**config.mk**
```make
export PLATFORM = sky130hd
export DESIGN_NAME = l1_top
export DESIGN_NICKNAME = d
export VERILOG_FILES = /design/src/l1_pkg.sv /design/src/l1_top.sv /design/src/l1_cdiff.sv /design/src/l1_mempipe.sv /design/src/l1_data_array.sv /design/src/l1_state_array.sv /design/src/l1_tag_array.sv
export VERILOG_INCLUDE_DIRS = /design/src
export SDC_FILE = /design/constraint.sdc
export NUM_CORES = 2
export LEC_CHECK = 0
export BUFFER_PORTS_ARGS = -buffer_cell sky130_fd_sc_hd__buf_2
export CORE_AREA = 5 5 389 391
export CTS_CLUSTER_DIAMETER = 80
export DETAILED_ROUTE_END_ITERATION = 6
export DIE_AREA = 0 0 394 396
export PLACE_DENSITY = 0.72
export SYNTH_ARGS = -nofsm -noshare
export SYNTH_HDL_FRONTEND = slang
export SYNTH_SLANG_ARGS = --single-unit
```
**constraint.sdc**
```tcl
create_clock -name clk -period 8.5 [get_ports clk]
set_clock_uncertainty 0.15 [all_clocks]
set_input_delay 1.7 -clock clk [delete_from_list [all_inputs] [get_ports clk]]
set_output_delay 1.7 -clock clk [all_outputs]
set_load 0.02 [all_outputs]
```
**src/l1_params.svh**
```systemverilog
`ifndef L1_PARAMS_SVH
`define L1_PARAMS_SVH

// **************************************************
// l1 data cache geometry
// **************************************************

// sets per way, index comes from the low address bits
`define L1_NUM_SETS 16

// associativity, the way index is a single bit
`define L1_NUM_WAYS 2

// address tag above the set index
`define L1_TAG_W 8

// one data word per line
`define L1_DATA_W 32

// **************************************************
// change log
// **************************************************

// must leave room for two requests in flight plus one
`define L1_DIFF_DEPTH 4

`endif
```
**src/l1_pkg.sv**
```systemverilog
`default_nettype none

`include "l1_params.svh"

package l1_pkg;

    typedef logic [$clog2(`L1_NUM_SETS)-1:0]                  t_l1_set;
    typedef logic                                             t_l1_way;
    typedef logic [`L1_TAG_W-1:0]                             t_l1_tag;
    typedef logic [`L1_TAG_W+$clog2(`L1_NUM_SETS)-1:0]        t_paddr;  // {tag, set}
    typedef logic [`L1_DATA_W-1:0]                            t_cl;

    typedef enum logic [1:0] {
        MESI_I,
        MESI_S,
        MESI_E,
        MESI_M
    } t_mesi;

    typedef enum logic [1:0] {
        OP_RD,
        OP_WR,
        OP_FILL,
        OP_INV
    } t_req_op;

    typedef enum logic {
        MM_IDLE,
        MM_RUN
    } t_mm_state;

    typedef struct packed {
        t_req_op op;
        t_paddr  paddr;
        t_cl     wr_data;
        t_cl     fill_data;   // line contents supplied by the requester on a miss
        logic    fill_shared; // install as S instead of E
    } t_mempipe_req;

    typedef struct packed {
        t_req_op op;
        logic    hit;
        t_l1_way way;
        t_cl     rd_data;
    } t_mempipe_resp;

    // new image of one set/way after a change
    typedef struct packed {
        t_l1_set set;
        t_l1_way way;
        t_l1_tag tag;
        t_mesi   state;
        t_cl     data;
        t_req_op op;
    } t_diff_rec;

endpackage

`default_nettype wire

```
**src/l1_top.sv**
```systemverilog
`default_nettype none

`include "l1_params.svh"

module l1_top (
    input  logic                    clk,
    input  logic                    reset,
    input  logic                    req_valid,
    output logic                    req_ready,
    input  l1_pkg::t_mempipe_req    req,
    output logic                    resp_valid,
    output l1_pkg::t_mempipe_resp   resp,
    output logic                    diff_valid,
    input  logic                    diff_ready,
    output l1_pkg::t_diff_rec       diff
);

    logic                               rd_en;
    l1_pkg::t_l1_set                    rd_set;
    l1_pkg::t_l1_tag [`L1_NUM_WAYS-1:0] tag_rd;
    l1_pkg::t_mesi   [`L1_NUM_WAYS-1:0] state_rd;
    l1_pkg::t_cl     [`L1_NUM_WAYS-1:0] data_rd;
    l1_pkg::t_l1_way                    victim;
    logic                               tag_wr_en;
    logic                               state_wr_en;
    logic                               data_wr_en;
    logic                               victim_upd;
    l1_pkg::t_l1_set                    wr_set;
    l1_pkg::t_l1_way                    wr_way;
    l1_pkg::t_l1_tag                    wr_tag;
    l1_pkg::t_mesi                      wr_state;
    l1_pkg::t_cl                        wr_data;
    l1_pkg::t_req_op                    wr_op;
    logic                               diff_afull;

    // **************************************************
    // pipeline control
    // **************************************************

    l1_mempipe mempipe_inst (
        .clk, .reset, .req_valid, .req_ready, .req, .resp_valid, .resp,
        .rd_en, .rd_set, .tag_rd, .state_rd, .data_rd, .victim,
        .tag_wr_en, .state_wr_en, .data_wr_en, .victim_upd,
        .wr_set, .wr_way, .wr_tag, .wr_state, .wr_data, .wr_op, .diff_afull
    );

    // **************************************************
    // arrays and change log
    // **************************************************

    l1_tag_array tag_inst (
        .clk, .rd_en, .rd_set, .wr_en(tag_wr_en), .wr_set, .wr_way, .wr_tag,
        .rd_tags(tag_rd)
    );

    l1_state_array state_inst (
        .clk, .reset, .rd_en, .rd_set, .wr_en(state_wr_en), .wr_set, .wr_way, .wr_state,
        .victim_upd, .rd_states(state_rd), .victim
    );

    l1_data_array data_inst (
        .clk, .rd_en, .rd_set, .wr_en(data_wr_en), .wr_set, .wr_way, .wr_data,
        .rd_data(data_rd)
    );

    l1_cdiff cdiff_inst (
        .clk, .reset, .tag_wr_en, .state_wr_en, .data_wr_en,
        .wr_set, .wr_way, .wr_tag, .wr_state, .wr_data, .wr_op,
        .diff_valid, .diff_ready, .diff, .diff_afull
    );

endmodule

`default_nettype wire

```
**src/l1_cdiff.sv**
```systemverilog
`default_nettype none

`include "l1_params.svh"

module l1_cdiff (
    input  logic                clk,
    input  logic                reset,
    input  logic                tag_wr_en,
    input  logic                state_wr_en,
    input  logic                data_wr_en,
    input  l1_pkg::t_l1_set     wr_set,
    input  l1_pkg::t_l1_way     wr_way,
    input  l1_pkg::t_l1_tag     wr_tag,
    input  l1_pkg::t_mesi       wr_state,
    input  l1_pkg::t_cl         wr_data,
    input  l1_pkg::t_req_op     wr_op,
    output logic                diff_valid,
    input  logic                diff_ready,
    output l1_pkg::t_diff_rec   diff,
    output logic                diff_afull
);

    localparam int PTR_W     = $clog2(`L1_DIFF_DEPTH);
    localparam int AFULL_LVL = `L1_DIFF_DEPTH - 3;  // two in flight plus one accepting

    l1_pkg::t_diff_rec  fifo_mem [`L1_DIFF_DEPTH];
    l1_pkg::t_diff_rec  new_rec;
    logic [PTR_W-1:0]   wr_ptr;
    logic [PTR_W-1:0]   rd_ptr;
    logic [PTR_W:0]     count;
    logic               push;
    logic               pop;

    // any array write means the line changed
    assign push    = tag_wr_en || state_wr_en || data_wr_en;
    assign pop     = diff_valid && diff_ready;
    assign new_rec = '{set: wr_set, way: wr_way, tag: wr_tag, state: wr_state,
                       data: wr_data, op: wr_op};

    always_ff @(posedge clk) begin
        if (push) begin
            fifo_mem[wr_ptr] <= new_rec;
        end
    end

    always_ff @(posedge clk) begin
        if (!reset) begin
            wr_ptr <= '0;
            rd_ptr <= '0;
            count  <= '0;
        end else begin
            if (push) begin
                wr_ptr <= (wr_ptr == PTR_W'(`L1_DIFF_DEPTH - 1)) ? '0 : wr_ptr + 1'b1;
            end
            if (pop) begin
                rd_ptr <= (rd_ptr == PTR_W'(`L1_DIFF_DEPTH - 1)) ? '0 : rd_ptr + 1'b1;
            end
            case ({push, pop})
                2'b10:   count <= count + 1'b1;
                2'b01:   count <= count - 1'b1;
                default: count <= count;
            endcase
        end
    end

    assign diff_valid = (count != '0);
    assign diff       = fifo_mem[rd_ptr];  // head stays put until popped
    assign diff_afull = (count > AFULL_LVL);

endmodule

`default_nettype wire

```
**src/l1_mempipe.sv**
```systemverilog
`default_nettype none

`include "l1_params.svh"

module l1_mempipe (
    input  logic                                 clk,
    input  logic                                 reset,
    input  logic                                 req_valid,
    output logic                                 req_ready,
    input  l1_pkg::t_mempipe_req                 req,
    output logic                                 resp_valid,
    output l1_pkg::t_mempipe_resp                resp,
    output logic                                 rd_en,
    output l1_pkg::t_l1_set                      rd_set,
    input  l1_pkg::t_l1_tag [`L1_NUM_WAYS-1:0]   tag_rd,
    input  l1_pkg::t_mesi   [`L1_NUM_WAYS-1:0]   state_rd,
    input  l1_pkg::t_cl     [`L1_NUM_WAYS-1:0]   data_rd,
    input  l1_pkg::t_l1_way                      victim,
    output logic                                 tag_wr_en,
    output logic                                 state_wr_en,
    output logic                                 data_wr_en,
    output logic                                 victim_upd,
    output l1_pkg::t_l1_set                      wr_set,
    output l1_pkg::t_l1_way                      wr_way,
    output l1_pkg::t_l1_tag                      wr_tag,
    output l1_pkg::t_mesi                        wr_state,
    output l1_pkg::t_cl                          wr_data,
    output l1_pkg::t_req_op                      wr_op,
    input  logic                                 diff_afull
);

    l1_pkg::t_mm_state                  mm_state;
    logic                               accept;
    logic                               set_hazard;
    logic                               mm1_valid;
    l1_pkg::t_mempipe_req               mm1_req;
    logic                               mm2_valid;
    l1_pkg::t_mempipe_req               mm2_req;
    l1_pkg::t_l1_tag [`L1_NUM_WAYS-1:0] mm2_tags;
    l1_pkg::t_mesi   [`L1_NUM_WAYS-1:0] mm2_states;
    l1_pkg::t_cl     [`L1_NUM_WAYS-1:0] mm2_data;
    l1_pkg::t_l1_way                    mm2_victim;
    logic [`L1_NUM_WAYS-1:0]            hit_ways;
    logic [`L1_NUM_WAYS-1:0]            inv_ways;
    logic                               hit;
    logic                               alloc;
    logic                               state_we;
    logic                               data_we;
    l1_pkg::t_l1_way                    hit_way;
    l1_pkg::t_l1_way                    alloc_way;
    l1_pkg::t_l1_way                    way_sel;
    l1_pkg::t_cl                        hit_data;
    l1_pkg::t_cl                        new_data;
    l1_pkg::t_mesi                      fill_state;
    l1_pkg::t_mesi                      new_state;

    // **************************************************
    // request acceptance
    // **************************************************

    assign rd_set     = l1_pkg::t_l1_set'(req.paddr);
    assign set_hazard = mm1_valid && (l1_pkg::t_l1_set'(mm1_req.paddr) == rd_set);
    assign req_ready  = (mm_state == l1_pkg::MM_RUN) && !set_hazard && !diff_afull;
    assign accept     = req_valid && req_ready;
    assign rd_en      = accept; // arrays read on the accepting edge

    // pipe comes up idle and starts taking requests the cycle after reset
    always_ff @(posedge clk) begin
        if (!reset) begin
            mm_state   <= l1_pkg::MM_IDLE;
            mm1_valid  <= 1'b0;
            mm2_valid  <= 1'b0;
            resp_valid <= 1'b0;
        end else begin
            mm_state   <= l1_pkg::MM_RUN;
            mm1_valid  <= accept;
            mm2_valid  <= mm1_valid;
            resp_valid <= mm2_valid;
        end
    end

    always_ff @(posedge clk) begin
        if (accept) begin
            mm1_req <= req;
        end
        if (mm1_valid) begin
            mm2_req    <= mm1_req;
            mm2_tags   <= tag_rd;
            mm2_states <= state_rd;
            mm2_data   <= data_rd;
            mm2_victim <= victim;
        end
        if (mm2_valid) begin
            resp.op      <= mm2_req.op;
            resp.hit     <= hit;
            resp.way     <= way_sel;
            resp.rd_data <= new_data;
        end
    end

    // **************************************************
    // mm2 lookup and update
    // **************************************************

    always_comb begin
        hit_ways  = '0;
        inv_ways  = '0;
        hit_way   = '0;
        alloc_way = mm2_victim;  // both valid, take the victim
        for (int w = `L1_NUM_WAYS - 1; w >= 0; w--) begin
            inv_ways[w] = (mm2_states[w] == l1_pkg::MESI_I);
            hit_ways[w] = !inv_ways[w] && (mm2_tags[w] == wr_tag);
            if (hit_ways[w]) begin
                hit_way = l1_pkg::t_l1_way'(w);
            end
            if (inv_ways[w]) begin
                alloc_way = l1_pkg::t_l1_way'(w); // lowest invalid way ends up here
            end
        end
    end

    assign hit      = |hit_ways;
    assign way_sel  = hit ? hit_way : alloc_way;
    assign hit_data = hit ? mm2_data[hit_way] : '0;

    always_comb begin
        if (mm2_req.fill_shared) begin
            fill_state = l1_pkg::MESI_S;
        end else begin
            fill_state = l1_pkg::MESI_E;
        end
        alloc     = 1'b0;
        state_we  = 1'b0;
        data_we   = 1'b0;
        new_state = mm2_states[way_sel];
        new_data  = hit_data;
        case (mm2_req.op)
            l1_pkg::OP_RD: begin
                if (!hit) begin
                    alloc     = 1'b1;
                    state_we  = 1'b1;
                    data_we   = 1'b1;
                    new_state = fill_state;
                    new_data  = mm2_req.fill_data;
                end
            end
            l1_pkg::OP_WR: begin
                alloc     = !hit;
                state_we  = 1'b1;
                data_we   = 1'b1;
                new_state = l1_pkg::MESI_M;
                new_data  = mm2_req.wr_data;
            end
            l1_pkg::OP_FILL: begin
                alloc     = !hit;
                state_we  = 1'b1;
                data_we   = 1'b1;
                new_state = fill_state;
                new_data  = mm2_req.fill_data;
            end
            l1_pkg::OP_INV: begin
                if (hit) begin
                    state_we  = 1'b1;  // tag and data stay
                    new_state = l1_pkg::MESI_I;
                end
            end
            default: begin
            end
        endcase
    end

    assign tag_wr_en   = mm2_valid && alloc;
    assign state_wr_en = mm2_valid && state_we;
    assign data_wr_en  = mm2_valid && data_we;
    assign victim_upd  = mm2_valid && alloc && !(|inv_ways);
    assign wr_set      = l1_pkg::t_l1_set'(mm2_req.paddr);
    assign wr_way      = way_sel;
    assign wr_tag      = l1_pkg::t_l1_tag'(mm2_req.paddr >> $bits(l1_pkg::t_l1_set));
    assign wr_state    = new_state;
    assign wr_data     = new_data;
    assign wr_op       = mm2_req.op;

endmodule

`default_nettype wire

```
**src/l1_data_array.sv**
```systemverilog
`default_nettype none

`include "l1_params.svh"

module l1_data_array (
    input  logic                               clk,
    input  logic                               rd_en,
    input  l1_pkg::t_l1_set                    rd_set,
    input  logic                               wr_en,
    input  l1_pkg::t_l1_set                    wr_set,
    input  l1_pkg::t_l1_way                    wr_way,
    input  l1_pkg::t_cl                        wr_data,
    output l1_pkg::t_cl [`L1_NUM_WAYS-1:0]     rd_data
);

    l1_pkg::t_cl [`L1_NUM_WAYS-1:0] data_mem [`L1_NUM_SETS];

    always_ff @(posedge clk) begin
        if (wr_en) begin
            data_mem[wr_set][wr_way] <= wr_data;
        end
    end

    always_ff @(posedge clk) begin
        if (rd_en) begin
            rd_data <= data_mem[rd_set];
            if (wr_en && (wr_set == rd_set)) begin
                rd_data[wr_way] <= wr_data; // write-through on a set collision
            end
        end
    end

endmodule

`default_nettype wire

```
**src/l1_state_array.sv**
```systemverilog
`default_nettype none

`include "l1_params.svh"

module l1_state_array (
    input  logic                                 clk,
    input  logic                                 reset,
    input  logic                                 rd_en,
    input  l1_pkg::t_l1_set                      rd_set,
    input  logic                                 wr_en,
    input  l1_pkg::t_l1_set                      wr_set,
    input  l1_pkg::t_l1_way                      wr_way,
    input  l1_pkg::t_mesi                        wr_state,
    input  logic                                 victim_upd,
    output l1_pkg::t_mesi [`L1_NUM_WAYS-1:0]     rd_states,
    output l1_pkg::t_l1_way                      victim
);

    l1_pkg::t_mesi [`L1_NUM_WAYS-1:0] state_mem [`L1_NUM_SETS];
    logic [`L1_NUM_SETS-1:0]          victim_bits;  // one round-robin bit per set

    always_ff @(posedge clk) begin
        if (!reset) begin
            for (int s = 0; s < `L1_NUM_SETS; s++) begin
                for (int w = 0; w < `L1_NUM_WAYS; w++) begin
                    state_mem[s][w] <= l1_pkg::MESI_I;
                end
            end
            victim_bits <= '0;
        end else begin
            if (wr_en) begin
                state_mem[wr_set][wr_way] <= wr_state;
            end
            if (victim_upd) begin
                victim_bits[wr_set] <= ~victim_bits[wr_set];
            end
        end
    end

    always_ff @(posedge clk) begin
        if (rd_en) begin
            rd_states <= state_mem[rd_set];
            victim    <= victim_bits[rd_set] ^ (victim_upd && (wr_set == rd_set));
            if (wr_en && (wr_set == rd_set)) begin
                rd_states[wr_way] <= wr_state; // forward the same-edge write
            end
        end
    end

endmodule

`default_nettype wire

```
**src/l1_tag_array.sv**
```systemverilog
`default_nettype none

`include "l1_params.svh"

module l1_tag_array (
    input  logic                                 clk,
    input  logic                                 rd_en,
    input  l1_pkg::t_l1_set                      rd_set,
    input  logic                                 wr_en,
    input  l1_pkg::t_l1_set                      wr_set,
    input  l1_pkg::t_l1_way                      wr_way,
    input  l1_pkg::t_l1_tag                      wr_tag,
    output l1_pkg::t_l1_tag [`L1_NUM_WAYS-1:0]   rd_tags
);

    l1_pkg::t_l1_tag [`L1_NUM_WAYS-1:0] tag_mem [`L1_NUM_SETS];

    always_ff @(posedge clk) begin
        if (wr_en) begin
            tag_mem[wr_set][wr_way] <= wr_tag;
        end
    end

    // both ways of the set come back together
    always_ff @(posedge clk) begin
        if (rd_en) begin
            rd_tags <= tag_mem[rd_set];
            if (wr_en && (wr_set == rd_set)) begin
                rd_tags[wr_way] <= wr_tag; // write on the same edge is seen by the read
            end
        end
    end

endmodule

`default_nettype wire

```
==> results.json <==
{
  "cts.root.buffer_cell": "sky130_fd_sc_hd__clkbuf_16",
  "drcViolationCount": 0,
  "postSynthCellCount": 3165,
  "gp_congestion": 0.768,
  "final.fill_count": 10609,
  "static-leakage-power_nw": 25.8,
  "final_antenna_net_count": 0,
  "power.density_nw_per_um2": 233,
  "timing.fmax_ghz": 0.194,
  "hold_buffers": 0,
  "first_pass_iters": 5,
  "min_path_type": "flop to flop",
  "met2WireLength_mm": 77.3,
  "detail_route.vias_per_cell": 6.11,
  "async_reset_ff_share_pct": 0,
  "synth_area_sq_um": 73200,
  "worstSkewPairLatency_ns": 0.81,
  "synth.yosys.warnings": 0,
  "crit_required_ns": 6.65,
  "unrepaired_setup_endpoints_after_global_routing": "no",
  "ys_dominant_reg_cell": "sky130_fd_sc_hd__edfxtp_1",
  "power_frac_seq_pct": 55.6,
  "max-vdd-ir-drop_mv": 0.238,
  "setup_tns_final_ns": 0,
  "synth.ff_latch_count": 1933,
  "timing.final.hold_violations": 0,
  "first_pass_grt_wire_length_mm": 238,
  "whs_ns": 0.262,
  "tightestPinTransition_ns": 1.30,
  "die_w_um": 394,
  "wl_mm": 162,
  "synth-seq-area-share_pct": 78.9,
  "cp.buffers_inverters": 2,
  "met3WireLength_mm": 17.9,
  "cp-start-kind": "input pin",
  "top_sig_layer": "met5",
  "first_global_vias": 34428,
  "grt_max_degree": 148,
  "finish.net_count": 3556,
  "cts_resized": 0,
  "synth.net_count": 3262,
  "grt_remaining_overflow": 0,
  "core-area_sq_um": 147000,
  "post_synth.cell_area_avg_sq_um": 23.1,
  "detail_route.wirelength.met1_mm": 62.8,
  "cts.htree.levels": 4,
  "max_transition_margin_pct": 12.6,
  "fp-row-count": 141,
  "most_common_cell_after_layout_fill_and_taps_aside": "sky130_fd_sc_hd__edfxtp_1",
  "mostFrequentLayoutCells": "1904 x sky130_fd_sc_hd__edfxtp_1, 478 x sky130_fd_sc_hd__mux4_2, 185 x sky130_fd_sc_hd__clkbuf_16",
  "path_clk_slew_ns": 0.06,
  "cts_setup_buffers": 0,
  "grt_antenna_before_repair": 6,
  "layout_worst_path_cycle_share_pct": 60.5,
  "clkSinkCount": 1933,
  "die_h_um": 396,
  "layout-drive-gt1-share_pct": 31.9,
  "final_max_slew_viol_count": 0,
  "dpl-instance-area_sq_um": 77000,
  "clock_tree_from_tritoncts": "built",
  "critPathMaxStageDelay_ns": 0.57,
  "critical_path.endpoint_type": "output port",
  "power.clock.fraction_pct": 40.0,
  "number_of_cts_inserted_buffers": 183,
  "grt_use_total_pct": 20.9,
  "port_buffers": 170,
  "vias": 33821,
  "power.share.combinational_pct": 4.4,
  "status": "complete, no violations",
  "crit_fanout": 42,
  "cts-root-to-sink-buffers": 3,
  "layout-area-overhead-vs-synth_pct": 12.9,
  "arrival_ns": 3.29,
  "cell_internal_pwr_mw": 15.3,
  "post_drt_wl_per_cell_um": 29.2,
  "finish.instance_area_sq_um": 82700,
  "crit_slowest_cell": "sky130_fd_sc_hd__buf_4",
  "worstPathCellList": "buf_4 -> xor2_1 -> nor4_1 -> nor4b_1 -> buf_2",
  "starting_utilization_of_the_core_area_pct": 49.8,
  "die_outline_area_sq_um": 156000,
  "cap_violations": 0,
  "setup_violations": 0,
  "yosys.cell_types.count": 50,
  "ios": 171,
  "finalWorstPathRequiredPeriod_ns": 5.14,
  "switching_share_pct": 20.6,
  "dr.first_iter.drc_count": 4352,
  "crit_family": "buffers and inverters",
  "dp_hpwl_mm": 86.5,
  "synth_enable_flop_cells": 1904,
  "switchingPower_mw": 3.96,
  "critical_path_class": "input pin to output port"
}
[synthesized netlist by cell type (10+ instances only)]
cell,instances,area [sq um]
sky130_fd_sc_hd__dfxtp_1,29,581
sky130_fd_sc_hd__xnor2_1,21,184
sky130_fd_sc_hd__nand2_1,52,195
sky130_fd_sc_hd__clkbuf_1,119,447
sky130_fd_sc_hd__nor2b_1,12,75.1
sky130_fd_sc_hd__mux4_2,478,10800
sky130_fd_sc_hd__edfxtp_1,1904,57200
sky130_fd_sc_hd__nand3_1,13,65.1
sky130_fd_sc_hd__a221o_1,33,330
sky130_fd_sc_hd__ha_1,14,175
sky130_fd_sc_hd__nor3_1,72,360
sky130_fd_sc_hd__inv_1,10,37.5
sky130_fd_sc_hd__buf_2,15,75.1
sky130_fd_sc_hd__nor2_1,95,357
sky130_fd_sc_hd__a21oi_1,16,80.1
sky130_fd_sc_hd__o21ai_0,38,190
sky130_fd_sc_hd__a22o_1,32,280
sky130_fd_sc_hd__mux2_2,85,957
sky130_fd_sc_hd__nor3b_1,15,113
sky130_fd_sc_hd__buf_1,31,116
[layout make-up]
cell class              instances  area (sq um)  area share [%]
well taps                    1930          2410            2.92
diodes                          2          5.00         0.00605
repair buffers                278          1770            2.14
clock inverters               105           825           0.997
multi-input cells            1050         15000            18.2
flip-flops and latches       1933         57800            69.9
clock buffers                 228          4790            5.80
inverters                      13          48.8          0.0590
[power by group through the flow]
| stage | logic (mW) | registers (mW) | clock network, mW |
|---|---|---|---|
| finish | 0.855 | 10.7 | 7.68 |
| global route | 0.918 | 10.7 | 8.26 |
| CTS | 0.865 | 10.7 | 7.82 |
| detailed placement | 0.861 | 10.9 | 0 |
| global placement | 0.843 | 10.9 | 0 |
| floorplan | 0.559 | 10.9 | 0 |
[worst paths after layout]
kind | cells past startpoint | slack [ns] | end | from
max | 5 | 3.36 | req_ready | req[68]
min | 0 | 0.26 | mempipe_inst.mm2_data[56]$_DFFE_PP_ | data_inst.rd_data[56]$_DFFE_PP_
max reg2reg | 10 | 3.65 | data_inst.rd_data[55]$_DFFE_PP_ | mempipe_inst.wr_tag[5]$_DFFE_PP_
min reg2reg | 0 | 0.26 | mempipe_inst.mm2_data[56]$_DFFE_PP_ | data_inst.rd_data[56]$_DFFE_PP_
[through the flow]
stage / std cells / power, mW / utilization [%] / setup WS (ns)
2_1_floorplan: 3165 / 11.4 / - / 0.240
3_3_place_gp: 5204 / 11.7 / 52.4 / 3.32
3_5_place_dp: 5204 / 11.8 / 52.4 / 3.35
4_1_cts: 5537 / 19.4 / 56.2 / 3.36
5_1_grt: 5537 / 19.9 / 56.2 / 3.30
6_report: 5539 / 19.2 / 56.2 / 3.36
[state kept, by name, summed over array words and instances, names as in the netlist, 2 cells and up, named ones only]
name                     flops
mempipe_inst.mm1_req        79
state_inst.rd_states         4
tag_inst.rd_tags            16
mempipe_inst.mm2_states      4
state_inst.state_mem        64
tag_inst.tag_mem           256
mempipe_inst.mm2_tags       16
mempipe_inst.resp           36
data_inst.data_mem        1024
mempipe_inst.wr_tag          8
mempipe_inst.wr_op           2
cdiff_inst.rd_ptr            2
data_inst.rd_data           64
cdiff_inst.fifo_mem        196
cdiff_inst.wr_ptr            2
state_inst.victim_bits      16
mempipe_inst.mm2_req        65
mempipe_inst.wr_set          4
cdiff_inst.count             3
mempipe_inst.mm2_data       64
[per-layer routing]
metal  GRT usage (%)  vias up
li1                -    13995
met1            29.5    17709
met2            32.7     1847
met3            5.91      268
met4            5.38        2
met5               0        -
[cells by family (layout without fill, tap and decap cells)]
family | Yosys count | after routing | share of synthesized area [%]
adders and majority gates | 14 | 14 | 0.239
xor gates and xnor gates | 27 | 27 | 0.323
DFF | 1933 | 1933 | 78.9
AOI/OAI and AO/OA | 140 | 140 | 1.46
buffers and inverters | 182 | 624 | 1.00
and+or+nand+nor | 298 | 298 | 1.97
other | 0 | 2 | 0
muxes | 571 | 571 | 16.1
Note: power is estimated with default switching activity, not from simulation.
